**config.mk**
```make
export PLATFORM = sky130hd
export DESIGN_NAME = cipher_accel_top
export DESIGN_NICKNAME = d
export VERILOG_FILES = /design/src/source/cipher_pkg.sv /design/src/source/word_stream_if.sv /design/src/source/cipher_ctrl_fsm.sv /design/src/source/word_fetch_unit.sv /design/src/source/word_fifo.sv /design/src/source/cipher_writer.sv /design/src/source/cipher_accel_top.sv
export VERILOG_INCLUDE_DIRS = /design/src /design/src/source
export SDC_FILE = /design/constraint.sdc
export NUM_CORES = 1
export LEC_CHECK = 0
export BUFFER_PORTS_ARGS = -buffer_cell sky130_fd_sc_hd__buf_2
export CAP_MARGIN = 10
export CORE_MARGIN = 5
export CORE_UTILIZATION = 50
export CTS_BUF_LIST = sky130_fd_sc_hd__clkbuf_16
export CTS_CLUSTER_SIZE = 24
export DETAILED_ROUTE_END_ITERATION = 10
export GPL_TIMING_DRIVEN = 1
export HOLD_SLACK_MARGIN = 0.06
export PLACE_DENSITY_LB_ADDON = 0.15
export SYNTH_ARGS = -nofsm -noshare
export SYNTH_HDL_FRONTEND = slang
export SYNTH_SLANG_ARGS = --single-unit
```
**constraint.sdc**
```tcl
create_clock -name clk -period 3.7 [get_ports clk]
set_input_delay 0.37 -clock clk [delete_from_list [all_inputs] [get_ports clk]]
set_output_delay 0.37 -clock clk [all_outputs]
set_load 0.01 [all_outputs]
```
**src/source/cipher_settings.svh**
```systemverilog
`ifndef CIPHER_SETTINGS_SVH
`define CIPHER_SETTINGS_SVH

// Data word and word address widths
`define CIPHER_DATA_W 32
`define CIPHER_ADDR_W 16

// One job is one block of words
`define CIPHER_BLOCK_WORDS 4
`define CIPHER_IDX_W 2

// Default depth of the word buffer
`define CIPHER_FIFO_DEPTH 4

// Left rotate amount of the word cipher
`define CIPHER_ROT 5

`endif

```
**src/source/cipher_pkg.sv**
```systemverilog
`default_nettype none

package cipher_pkg;

  // Job controller states
  typedef enum logic [2:0] {
    ST_IDLE,
    ST_STARTING,
    ST_REQUEST_DATA,
    ST_WORKING,
    ST_DRAIN,
    ST_FINISHED
  } cipher_state_t;

  // Wishbone classic master phase
  typedef enum logic [0:0] {
    WB_IDLE,
    WB_WAIT_ACK
  } wb_phase_t;

endpackage : cipher_pkg

`default_nettype wire

```
**src/source/word_stream_if.sv**
```systemverilog
`timescale 1ns/1ps
`default_nettype none

`include "cipher_settings.svh"

// Word stream with index, transfer on valid and ready
interface word_stream_if;

  logic                       valid;
  logic                       ready;
  logic [`CIPHER_DATA_W-1:0]  data;
  logic [`CIPHER_IDX_W-1:0]   idx;

  modport producer (
    output valid,
    output data,
    output idx,
    input  ready
  );

  modport consumer (
    input  valid,
    input  data,
    input  idx,
    output ready
  );

endinterface : word_stream_if

`default_nettype wire

```
**src/source/cipher_ctrl_fsm.sv**
```systemverilog
`timescale 1ns/1ps
`default_nettype none

`include "cipher_settings.svh"

module cipher_ctrl_fsm
  import cipher_pkg::*;
(
  input  wire logic                       clk,
  input  wire logic                       reset_n,
  input  wire logic                       start_i,
  input  wire logic [`CIPHER_ADDR_W-1:0]  src_base_i,
  output logic                            fetch_req_o,
  output logic      [`CIPHER_ADDR_W-1:0]  fetch_addr_o,
  output logic      [`CIPHER_IDX_W-1:0]   fetch_idx_o,
  input  wire logic                       fetch_done_i,
  input  wire logic                       word_written_i,
  output logic                            busy_o,
  output logic                            done_o
);

  localparam int CNT_W = `CIPHER_IDX_W + 1;
  localparam logic [`CIPHER_IDX_W-1:0] LAST_IDX = `CIPHER_IDX_W'(`CIPHER_BLOCK_WORDS - 1);
  localparam logic [CNT_W-1:0] ALL_WORDS = CNT_W'(`CIPHER_BLOCK_WORDS);

  cipher_state_t state_q, state_d;

  logic [`CIPHER_IDX_W-1:0]  req_cnt_q;
  logic [CNT_W-1:0]          wr_cnt_q;
  logic [`CIPHER_ADDR_W-1:0] src_base_q;
  logic                      job_start;

  assign job_start = (state_q == ST_IDLE) && start_i;

  always_ff @(posedge clk or negedge reset_n) begin
    if (!reset_n) begin
      state_q <= ST_IDLE;
    end else begin
      state_q <= state_d;
    end
  end

  // Request and write counters, both restart with a new job
  always_ff @(posedge clk or negedge reset_n) begin
    if (!reset_n) begin
      req_cnt_q <= '0;
      wr_cnt_q  <= '0;
    end else begin
      if (job_start) begin
        req_cnt_q <= '0;
        wr_cnt_q  <= '0;
      end else begin
        if (state_q == ST_WORKING && fetch_done_i && req_cnt_q != LAST_IDX) begin
          req_cnt_q <= req_cnt_q + 1'b1;
        end
        if (word_written_i) begin
          wr_cnt_q <= wr_cnt_q + 1'b1;
        end
      end
    end
  end

  // Source base held for the whole job
  always_ff @(posedge clk) begin
    if (job_start) begin
      src_base_q <= src_base_i;
    end
  end

  always_comb begin
    state_d = state_q;
    case (state_q)
      ST_IDLE: begin
        if (start_i) begin
          state_d = ST_STARTING;
        end
      end
      ST_STARTING: begin
        state_d = ST_REQUEST_DATA;
      end
      ST_REQUEST_DATA: begin
        state_d = ST_WORKING;
      end
      ST_WORKING: begin
        if (fetch_done_i) begin
          state_d = (req_cnt_q == LAST_IDX) ? ST_DRAIN : ST_REQUEST_DATA;
        end
      end
      ST_DRAIN: begin
        if (wr_cnt_q == ALL_WORDS) begin
          state_d = ST_FINISHED;
        end
      end
      ST_FINISHED: begin
        state_d = ST_IDLE;
      end
      default: begin
        state_d = ST_IDLE;
      end
    endcase
  end

  assign fetch_req_o  = (state_q == ST_REQUEST_DATA);
  assign fetch_addr_o = src_base_q + {{(`CIPHER_ADDR_W-`CIPHER_IDX_W){1'b0}}, req_cnt_q};
  assign fetch_idx_o  = req_cnt_q;
  assign busy_o       = (state_q != ST_IDLE);
  assign done_o       = (state_q == ST_FINISHED);

endmodule : cipher_ctrl_fsm

`default_nettype wire

```
**src/source/word_fetch_unit.sv**
```systemverilog
`timescale 1ns/1ps
`default_nettype none

`include "cipher_settings.svh"

module word_fetch_unit
  import cipher_pkg::*;
(
  input  wire logic                       clk,
  input  wire logic                       reset_n,
  input  wire logic                       fetch_req_i,
  input  wire logic [`CIPHER_ADDR_W-1:0]  fetch_addr_i,
  input  wire logic [`CIPHER_IDX_W-1:0]   fetch_idx_i,
  output logic                            fetch_done_o,
  output logic                            rd_cyc_o,
  output logic                            rd_stb_o,
  output logic      [`CIPHER_ADDR_W-1:0]  rd_adr_o,
  input  wire logic [`CIPHER_DATA_W-1:0]  rd_dat_i,
  input  wire logic                       rd_ack_i,
  word_stream_if.producer                 out_s
);

  wb_phase_t phase_q;
  logic      word_valid_q;

  logic [`CIPHER_ADDR_W-1:0] adr_q;
  logic [`CIPHER_IDX_W-1:0]  idx_q;
  logic [`CIPHER_DATA_W-1:0] data_q;

  logic req_accept;
  logic ack_seen;
  logic word_taken;

  // Controller waits for fetch_done, so a request never meets a busy unit
  assign req_accept = fetch_req_i && (phase_q == WB_IDLE) && !word_valid_q;
  assign ack_seen   = (phase_q == WB_WAIT_ACK) && rd_ack_i;
  assign word_taken = out_s.valid && out_s.ready;

  always_ff @(posedge clk or negedge reset_n) begin
    if (!reset_n) begin
      phase_q      <= WB_IDLE;
      word_valid_q <= 1'b0;
    end else begin
      if (req_accept) begin
        phase_q <= WB_WAIT_ACK;
      end else if (ack_seen) begin
        phase_q <= WB_IDLE;
      end
      if (ack_seen) begin
        word_valid_q <= 1'b1;
      end else if (word_taken) begin
        word_valid_q <= 1'b0;
      end
    end
  end

  // Request fields and read data
  always_ff @(posedge clk) begin
    if (req_accept) begin
      adr_q <= fetch_addr_i;
      idx_q <= fetch_idx_i;
    end
    if (ack_seen) begin
      data_q <= rd_dat_i;
    end
  end

  // Read cycle, held until ack
  assign rd_cyc_o = (phase_q == WB_WAIT_ACK);
  assign rd_stb_o = (phase_q == WB_WAIT_ACK);
  assign rd_adr_o = adr_q;

  assign out_s.valid = word_valid_q;
  assign out_s.data  = data_q;
  assign out_s.idx   = idx_q;

  assign fetch_done_o = word_taken;

endmodule : word_fetch_unit

`default_nettype wire

```
**src/source/word_fifo.sv**
```systemverilog
`timescale 1ns/1ps
`default_nettype none

`include "cipher_settings.svh"

module word_fifo #(
  parameter int DEPTH = `CIPHER_FIFO_DEPTH
) (
  input  wire logic       clk,
  input  wire logic       reset_n,
  word_stream_if.consumer in_s,
  word_stream_if.producer out_s
);

  localparam int PTR_W = (DEPTH > 1) ? $clog2(DEPTH) : 1;
  localparam int CNT_W = $clog2(DEPTH + 1);
  localparam logic [PTR_W-1:0] LAST_PTR = PTR_W'(DEPTH - 1);
  localparam logic [CNT_W-1:0] FULL_CNT = CNT_W'(DEPTH);

  logic [`CIPHER_DATA_W-1:0] mem_data [DEPTH];
  logic [`CIPHER_IDX_W-1:0]  mem_idx  [DEPTH];

  logic [PTR_W-1:0] wr_ptr_q;
  logic [PTR_W-1:0] rd_ptr_q;
  logic [CNT_W-1:0] count_q;

  logic push;
  logic pop;

  assign push = in_s.valid && in_s.ready;
  assign pop  = out_s.valid && out_s.ready;

  // Pointers wrap at DEPTH, which need not be a power of two
  always_ff @(posedge clk or negedge reset_n) begin
    if (!reset_n) begin
      wr_ptr_q <= '0;
      rd_ptr_q <= '0;
      count_q  <= '0;
    end else begin
      if (push) begin
        wr_ptr_q <= (wr_ptr_q == LAST_PTR) ? '0 : wr_ptr_q + 1'b1;
      end
      if (pop) begin
        rd_ptr_q <= (rd_ptr_q == LAST_PTR) ? '0 : rd_ptr_q + 1'b1;
      end
      if (push && !pop) begin
        count_q <= count_q + 1'b1;
      end else if (pop && !push) begin
        count_q <= count_q - 1'b1;
      end
    end
  end

  always_ff @(posedge clk) begin
    if (push) begin
      mem_data[wr_ptr_q] <= in_s.data;
      mem_idx[wr_ptr_q]  <= in_s.idx;
    end
  end

  assign in_s.ready  = (count_q != FULL_CNT);
  assign out_s.valid = (count_q != '0);
  assign out_s.data  = mem_data[rd_ptr_q];
  assign out_s.idx   = mem_idx[rd_ptr_q];

endmodule : word_fifo

`default_nettype wire

```
**src/source/cipher_writer.sv**
```systemverilog
`timescale 1ns/1ps
`default_nettype none

`include "cipher_settings.svh"

module cipher_writer
  import cipher_pkg::*;
(
  input  wire logic                       clk,
  input  wire logic                       reset_n,
  word_stream_if.consumer                 in_s,
  input  wire logic [`CIPHER_ADDR_W-1:0]  dst_base_i,
  input  wire logic [`CIPHER_DATA_W-1:0]  key_i,
  output logic                            wr_cyc_o,
  output logic                            wr_stb_o,
  output logic                            wr_we_o,
  output logic      [`CIPHER_ADDR_W-1:0]  wr_adr_o,
  output logic      [`CIPHER_DATA_W-1:0]  wr_dat_o,
  input  wire logic                       wr_ack_i,
  output logic                            word_written_o
);

  wb_phase_t phase_q;

  logic [`CIPHER_DATA_W-1:0] cipher_q;
  logic [`CIPHER_IDX_W-1:0]  idx_q;

  logic pop;
  logic ack_seen;

  // Key xor, left rotate, then xor with the word index
  function automatic logic [`CIPHER_DATA_W-1:0] encipher(
    input logic [`CIPHER_DATA_W-1:0] plain,
    input logic [`CIPHER_DATA_W-1:0] key,
    input logic [`CIPHER_IDX_W-1:0]  idx
  );
    logic [`CIPHER_DATA_W-1:0] mixed;
    logic [`CIPHER_DATA_W-1:0] rotated;
    mixed   = plain ^ key;
    rotated = (mixed << `CIPHER_ROT) | (mixed >> (`CIPHER_DATA_W - `CIPHER_ROT));
    return rotated ^ {{(`CIPHER_DATA_W-`CIPHER_IDX_W){1'b0}}, idx};
  endfunction

  // Only one word in flight on the write bus
  assign in_s.ready = (phase_q == WB_IDLE);
  assign pop        = in_s.valid && in_s.ready;
  assign ack_seen   = (phase_q == WB_WAIT_ACK) && wr_ack_i;

  always_ff @(posedge clk or negedge reset_n) begin
    if (!reset_n) begin
      phase_q <= WB_IDLE;
    end else begin
      case (phase_q)
        WB_IDLE: begin
          if (pop) begin
            phase_q <= WB_WAIT_ACK;
          end
        end
        WB_WAIT_ACK: begin
          if (wr_ack_i) begin
            phase_q <= WB_IDLE;
          end
        end
        default: begin
          phase_q <= WB_IDLE;
        end
      endcase
    end
  end

  // Ciphertext and its index, captured on pop
  always_ff @(posedge clk) begin
    if (pop) begin
      cipher_q <= encipher(in_s.data, key_i, in_s.idx);
      idx_q    <= in_s.idx;
    end
  end

  assign wr_cyc_o = (phase_q == WB_WAIT_ACK);
  assign wr_stb_o = (phase_q == WB_WAIT_ACK);
  assign wr_we_o  = (phase_q == WB_WAIT_ACK);
  assign wr_adr_o = dst_base_i + {{(`CIPHER_ADDR_W-`CIPHER_IDX_W){1'b0}}, idx_q};
  assign wr_dat_o = cipher_q;

  // One pulse per acknowledged write
  assign word_written_o = ack_seen;

endmodule : cipher_writer

`default_nettype wire

```
**src/source/cipher_accel_top.sv**
```systemverilog
`timescale 1ns/1ps
`default_nettype none

`include "cipher_settings.svh"

module cipher_accel_top (
  input  wire logic                       clk,
  input  wire logic                       reset_n,
  input  wire logic                       start_i,
  input  wire logic [`CIPHER_ADDR_W-1:0]  src_base_i,
  input  wire logic [`CIPHER_ADDR_W-1:0]  dst_base_i,
  input  wire logic [`CIPHER_DATA_W-1:0]  key_i,
  output logic                            busy_o,
  output logic                            done_o,
  // Read bus
  output logic                            rd_cyc_o,
  output logic                            rd_stb_o,
  output logic      [`CIPHER_ADDR_W-1:0]  rd_adr_o,
  input  wire logic [`CIPHER_DATA_W-1:0]  rd_dat_i,
  input  wire logic                       rd_ack_i,
  // Write bus
  output logic                            wr_cyc_o,
  output logic                            wr_stb_o,
  output logic                            wr_we_o,
  output logic      [`CIPHER_ADDR_W-1:0]  wr_adr_o,
  output logic      [`CIPHER_DATA_W-1:0]  wr_dat_o,
  input  wire logic                       wr_ack_i
);

  logic                      fetch_req;
  logic [`CIPHER_ADDR_W-1:0] fetch_addr;
  logic [`CIPHER_IDX_W-1:0]  fetch_idx;
  logic                      fetch_done;
  logic                      word_written;

  word_stream_if fetch_stream ();
  word_stream_if cipher_stream ();

  cipher_ctrl_fsm u_ctrl (
    .clk            (clk),
    .reset_n        (reset_n),
    .start_i        (start_i),
    .src_base_i     (src_base_i),
    .fetch_req_o    (fetch_req),
    .fetch_addr_o   (fetch_addr),
    .fetch_idx_o    (fetch_idx),
    .fetch_done_i   (fetch_done),
    .word_written_i (word_written),
    .busy_o         (busy_o),
    .done_o         (done_o)
  );

  word_fetch_unit u_fetch (
    .clk          (clk),
    .reset_n      (reset_n),
    .fetch_req_i  (fetch_req),
    .fetch_addr_i (fetch_addr),
    .fetch_idx_i  (fetch_idx),
    .fetch_done_o (fetch_done),
    .rd_cyc_o     (rd_cyc_o),
    .rd_stb_o     (rd_stb_o),
    .rd_adr_o     (rd_adr_o),
    .rd_dat_i     (rd_dat_i),
    .rd_ack_i     (rd_ack_i),
    .out_s        (fetch_stream.producer)
  );

  word_fifo #(
    .DEPTH (`CIPHER_FIFO_DEPTH)
  ) u_fifo (
    .clk     (clk),
    .reset_n (reset_n),
    .in_s    (fetch_stream.consumer),
    .out_s   (cipher_stream.producer)
  );

  cipher_writer u_writer (
    .clk            (clk),
    .reset_n        (reset_n),
    .in_s           (cipher_stream.consumer),
    .dst_base_i     (dst_base_i),
    .key_i          (key_i),
    .wr_cyc_o       (wr_cyc_o),
    .wr_stb_o       (wr_stb_o),
    .wr_we_o        (wr_we_o),
    .wr_adr_o       (wr_adr_o),
    .wr_dat_o       (wr_dat_o),
    .wr_ack_i       (wr_ack_i),
    .word_written_o (word_written)
  );

endmodule : cipher_accel_top

`default_nettype wire

```
== Word level (Yosys, flattened, before mapping) ==
Memory sizes are Yosys's and may differ from the RTL's.
Cells that the tools add are included.

* Input port bits: 101
* Output and inout bits: 71
* Memories: 2
* Register bits after elaboration: 118
* RAM bits: 136

* Muxes and demuxes: 22
* Bitwise logic cells: 5
* Equal/unequal tests: 14
* Add/sub/neg operators: 8
* Reduce and logical (&&, ||, !) cells: 23

{| class="wikitable"
|+ Memory list
! memory !! depth !! width !! read ports !! clocked after memory_dff !! write ports !! line !! RTL
|-
| u_fifo.mem_data || 4 || 32 || 1 || 0 || 1 || word_fifo.sv:20 || <nowiki>logic [`CIPHER_DATA_W-1:0] mem_data [DEPTH];</nowiki>
|-
| u_fifo.mem_idx || 4 || 2 || 1 || 0 || 1 || word_fifo.sv:21 || <nowiki>logic [`CIPHER_IDX_W-1:0] mem_idx [DEPTH];</nowiki>
|}

{| class="wikitable"
|+ Operator list
! cell !! count
|-
| adder 16 x 2 -> 16 bit || 2
|-
| bitwise OR 32 x 5 -> 32 bit || 1
|-
| XOR 32 x 2 -> 32 bit || 1
|-
| XOR 32 bit || 1
|-
| two-way mux 3 bit || 8
|-
| case mux 3 bit (5 select lines) || 1
|-
| logical AND 1 bit || 11
|-
| nonzero test 2 bit || 5
|-
| equality test 3 bit (second input constant) || 3
|-
| two-way mux 1 bit || 8
|-
| two-way mux 2 bit || 4
|-
| adder 2 x 1 -> 2 bit (second input constant) || 3
|-
| adder 3 x 1 -> 3 bit (second input constant) || 2
|-
| equality test 2 bit (second input constant) || 3
|-
| equality test 3 x 2 -> 1 bit (second input constant) || 2
|-
| nonzero test 3 bit || 2
|-
| inequality test 2 x 1 -> 1 bit (second input constant) || 2
|-
| inequality test 2 bit (second input constant) || 2
|-
| equality test 3 x 1 -> 1 bit (second input constant) || 1
|-
| zero test 1 bit || 3
|-
| zero test 3 bit || 1
|-
| inequality test 3 bit (second input constant) || 1
|-
| AND reduction 3 bit || 1
|-
| subtractor 3 x 1 -> 3 bit (second input constant) || 1
|-
| other kinds (2) || 3
|}

== Longest topological paths before layout ==
* Depth after elaboration: 6
* Mapped depth: 9
* Depth with buffers taken out: 9

== Hierarchy ==
From an unflattened synthesis, not the netlist that was laid out.

* Cell total of the unflattened synthesis: 493
* Area total of the unflattened synthesis: 9967.1 µm²

{| class="wikitable"
|+ By module, submodules not included
! module !! area an instance (µm²) !! cells each !! instances !! sequential area each (µm²)
|-
| word_fifo || 5400.2 || 215 || 1 || 4259.1
|-
| cipher_writer || 1717.9 || 119 || 1 || 1046.0
|-
| word_fetch_unit || 1606.5 || 60 || 1 || 1551.5
|-
| cipher_ctrl_fsm || 1242.4 || 99 || 1 || 680.7
|}

== Worst setup path before layout ==
OpenSTA, ideal clock, no wires.

* Path kind: register to register
* From: register u_writer.phase_q, in the netlist u_writer.wr_cyc_o
* To: register u_fifo.count_q[1]
* Cell stages (with the launch flop): 7
* Slack: 411 ps
* Data arrival time: 3164 ps
* Clock period less this slack: 3289 ps
* Cells stage by stage: dfrtp_1 > nor2_1 > inv_1 > ha_1 > inv_1 > fa_1 > mux2_2

* Cells in the longest elaborated chain, start to end: 5

{| class="wikitable"
|+ RTL lines
! element !! line !! RTL
|-
| from (decl) || cipher_writer.sv:23 || <nowiki>wb_phase_t phase_q;</nowiki>
|-
| from (signal assigned) || cipher_writer.sv:51 || <nowiki>phase_q <= WB_IDLE;</nowiki>
|-
| from (signal assigned) || cipher_writer.sv:56 || <nowiki>phase_q <= WB_WAIT_ACK;</nowiki>
|-
| from (signal assigned) || cipher_writer.sv:61 || <nowiki>phase_q <= WB_IDLE;</nowiki>
|-
| NOT 1 bit * || -- ||
|-
| logical AND 1 bit * || word_fifo.sv:31 || <nowiki>assign pop = out_s.valid && out_s.ready;</nowiki>
|-
| net u_fifo.pop || word_fifo.sv:28 || <nowiki>logic pop;</nowiki>
|-
| zero test 1 bit || word_fifo.sv:46 || <nowiki>if (push && !pop) begin</nowiki>
|-
| logical AND 1 bit || word_fifo.sv:46 ||
|-
| two-way mux 3 bit or nonzero test 2 bit (tied branches) || -- ||
|-
| to (signal assigned) || word_fifo.sv:47 || <nowiki>count_q <= count_q + 1'b1;</nowiki>
|-
| to (signal assigned) || word_fifo.sv:49 || <nowiki>count_q <= count_q - 1'b1;</nowiki>
|-
| to (decl) || word_fifo.sv:25 || <nowiki>logic [CNT_W-1:0] count_q;</nowiki>
|}

The timed path passes the listed nets; every way through them passes the cells marked *.
A chain may end at the register's enable or synchronous reset.

== Worst setup path in the final report ==
* From: register u_writer.idx_q[0]
* To: output port wr_adr_o[12]

* Cells in the longest elaborated chain, start to end: 1

{| class="wikitable"
|+ RTL lines
! element !! line !! RTL
|-
| from (decl) || cipher_writer.sv:26 || <nowiki>logic [`CIPHER_IDX_W-1:0] idx_q;</nowiki>
|-
| from (signal assigned) || cipher_writer.sv:75 || <nowiki>idx_q <= in_s.idx;</nowiki>
|-
| adder 16 x 2 -> 16 bit || cipher_writer.sv:82 || <nowiki>assign wr_adr_o = dst_base_i + {{(`CIPHER_ADDR_W-`CIPHER_IDX_W){1'b0}}, idx_q};</nowiki>
|-
| to (decl) || cipher_accel_top.sv:25 || <nowiki>output logic [`CIPHER_ADDR_W-1:0] wr_adr_o,</nowiki>
|}

No other way between the ends.

==> impl.org <==
** Clocking
- Bufs on Longest Clock Path :: 3
- The clock reaches the later pin of the worst-skew pair after 510 ps.
- # resized after CTS :: 0
- Buffers inserted during clock tree synthesis total 27.
- CTS tree :: done
- The clock drives 254 sinks.
- H-Tree Depth :: 1
- Clock-pin slew was measured on the worst setup and hold paths at 60 ps.
- Root buffer selected by CTS :: clkbuf_16

** Routing
- For this block, the via count after detailed routing is 5091.
- Detailed-route vias per instance :: 5.02
- Post-route DRC :: 0
- Number of routed nets with antenna violations :: 0
- The final layout contains routed wiring with a total length of 18.2 mm.
- Dividing the detail-routed wire length by the instance count gives 18.0 um.
- Drt first pass iters :: 4
- Detailed Route Iter0 Violations :: 219

** Timing
- At the pin with the least slew margin, the transition time is 971 ps.
- For the final routed database, the setup TNS stands at 0 ps.
- Fin crit share :: 75.2%
- Max Freq :: 359 MHz
- Measured against its own limit, the worst slew margin works out to 35.2%.
- Setup violations remaining at the end of the flow were counted as 0.
- Setup Skew :: 8.60 ps
- Setup repair after global routing left no endpoint under its margin.
- Min Tclk post-route :: 2780 ps
- Final Hold Violating Endpoints :: 0
- The number of max-slew violations in the final report is 0.

** Cells and area
- Relative to the synthesized area, the layout overhead comes to 24.5%.
- Final net count :: 848
- Cells with a size suffix above 1 make up 34.9% of the layout.
- Count of inserted antenna diode cells :: 0

** Placed design
- # port buffers :: 171
- Final weighted congestion of routability-driven global placement :: 0.769
- The wire-length estimate of the detail-placed layout is 11.2 mm.

** Worst setup path
- Worst flop-to-flop path endpoint :: u_fifo.count_q[2]
- Critical path launch point :: u_writer.idx_q[0]
- Flop-to-flop setup slack :: 1180 ps
- The critical path in this run is classified as register to output pin.
- The worst setup path is launched from a register.
- The startpoint identified for the worst register-to-register timing path is u_fifo.count_q[0].
- Endpoint class of the critical path :: output pin
- At the worst endpoint, the arrival time is 2410 ps.
- Crit path max fanout :: 3
- The number of cells on the worst reg-to-reg path is 10.
- Data required time at the worst endpoint :: 3330 ps

** Synthesis
- Avg Inst Size Synth :: 20.0 sq um
- Register bit total from synthesis :: 254
- Post-synthesis instance area :: 0.00981 sq mm
- Sequential cell area fraction in the yosys report :: 76.9%
- The number of nets in the synthesized netlist is 608.
- Count of synthesis-stage warnings from yosys :: 0
- Count of different cell masters after synthesis :: 37
- Synthesis produced a netlist whose cell count is 491.

** Worst hold path
- The worst hold path begins at rd_dat_i[20].
- Number of stages on the worst hold path :: 1
- Hold crit path type :: input port to register
- The path with the worst hold slack has its endpoint at u_fetch.out_s.data[20].

** Floorplan
- In this run the core area contains 51 standard-cell rows.
- The floorplan step defined a die boundary enclosing 0.0225 sq mm.
- The floorplan step defined a core boundary enclosing 0.0194 sq mm.
- Width of the die :: 150 um
- Num ports :: 172
- The initial utilization of the core area, before any placement, comes to 50.6%.
- Die H :: 150 um

** Global route
- GR Overflow Total :: 0
- Number of antenna violations at the first check in global routing :: 0
- First-pass GRT wire length :: 28.7 mm
- Maximum number of pins on one net before global-route repair :: 38
- Gr usage total :: 16.4%
- The number of global-route vias before repair is 5637.

** Pwr
- In this run the static leakage power is 4.54 nW.
- The worst-case IR drop observed on VDD is 0.430 mV.
- Total power for the finished layout comes to 8.19 mW.
- Pwr Density :: 671 mW/mm^2

** Status
- The run finished with clean final reports.

** Run
- The tool flagged a number of max-cap violations equal to 0.
[cell type report]
class	count	area (sq um)
repair buffers	223	1370
fillers	1438	7190
well taps	265	332
flip-flops and latches	254	7540
multi-input cells	208	2130
clock inverters	21	95.1
clock buffers	27	676
inverters	17	63.8
[cell usage in the layout (no fill, tap or decap), types with 3 or more instances in the layout]
cell           netlist  layout
inv_1               17      27
xnor2_1             25      25
fa_1                 3       3
nand2b_1             3       3
ha_1                13      13
clkbuf_16            0      27
xor2_1              41      41
buf_4                3       4
nand3_1              8       8
a21oi_1              3       3
clkinv_2             0       9
buf_2                4     171
nor3_1               4       4
edfxtp_1           236     236
mux2_2               3       3
and2_2               0       5
mux4_2              34      34
nand4_1              9       9
nand2_1             15      15
o21ai_0              3       3
nor3b_1              3       3
nor2_1              15      14
a21o_1               3       3
dfrtp_1             18      16
dlygate4sd3_1        0      48
[critical path, stage by stage (launching register included)]
cell and delay (ps):
edfxtp_1 350, ha_1 210, inv_1 70, fa_1 430
nor3b_1 370, nand2_1 130, xnor2_1 180, buf_2 170
[report_power, final]
part | internal [mW] | leakage [nW] | switching (mW)
Clock | 1.32 | 0.427 | 0.997
Sequential | 3.76 | 2.36 | 0.350
Combinational | 0.879 | 1.75 | 0.883
Total | 5.96 | 4.54 | 2.23
[cell families after synthesis]
logic type	Yosys count	synth area share (%)
XOR/XNOR	68	6.23
multiplexers	38	8.25
buffers and inverters	29	1.58
flip-flops	254	76.9
AO/OA/AOI/OAI	13	0.855
AND/OR/NAND/NOR	73	3.96
adder cells (fa/ha/maj)	16	2.27
[state kept, by name (all words and copies together) (netlist names), 3 cells and up]
register	cells
u_ctrl.src_base_q	16
u_ctrl.state_q	3
u_ctrl.wr_cnt_q	3
u_fetch.out_s.data	32
u_fetch.rd_adr_o	16
u_fifo.count_q	3
u_fifo.mem_data	128
u_fifo.mem_idx	8
u_writer.wr_dat_o	32
[routing by layer]
layer	track usage, %	share of wire [%]	up-vias	wire length [um]
met1	20.4	38	2536	7010
met3	2.88	5.6	37	1010
met2	29.4	53	149	9720
li1	-	-	2369	-
met5	0	0	-	0
met4	5.35	2.6	0	479
[cells in the mapped netlist]
cell	instances	area share, %
nor4_2	1	0.13
o31a_1	1	0.089
a311oi_1	1	0.089
nor3b_2	1	0.13
nand2b_1	3	0.19
nand2_1	15	0.57
buf_2	4	0.20
nor3b_1	3	0.23
dfrtp_1	18	4.6
and4_1	2	0.18
or3_1	1	0.064
nor3_1	4	0.20
and2_1	7	0.45
buf_4	3	0.23
inv_1	17	0.65
xnor2_2	2	0.33
xor2_1	41	3.7
nor2b_1	1	0.064
fa_1	3	0.61
o31ai_1	1	0.077
edfxtp_1	236	72
o22ai_1	1	0.064
mux2i_1	1	0.10
mux2_2	3	0.34
nand4_1	9	0.57
nor2_1	15	0.57
a21oi_1	3	0.15
and3_1	2	0.13
clkbuf_1	1	0.038
nand3_1	8	0.41
ha_1	13	1.7
xnor2_1	25	2.2
buf_6	4	0.46
mux4_2	34	7.8
nor4_1	1	0.064
a21o_1	3	0.23
o21ai_0	3	0.15
[metrics by stage]
stage	std cells	hold slack (ps)	worst slack (ps)	instance area (sq um)	util (%)
2_1_floorplan	491	74.4	411	9810	-
3_3_place_gp	919	329	1330	11000	56.5
3_5_place_dp	919	334	1200	11000	56.5
4_1_cts	1015	62.5	896	12200	62.9
5_1_grt	1015	63.9	710	12200	62.9
6_report	1015	91.5	918	12200	62.9
[timing repair]
item	4_1_cts	5_1_grt
buffers inserted	0	0
hold endpoints to repair	65	0
hold buffers	48	0
[worst max-delay path by stage]
stage,to,depth (start not counted)
finish,wr_adr_o[12],7
global route,wr_adr_o[14],7
CTS,wr_adr_o[12],7
detailed placement,u_fifo.count_q[2],10
global placement,u_fifo.count_q[2],10
floorplan,u_fifo.count_q[1],6
Note: power is estimated with default switching activity, not from simulation.
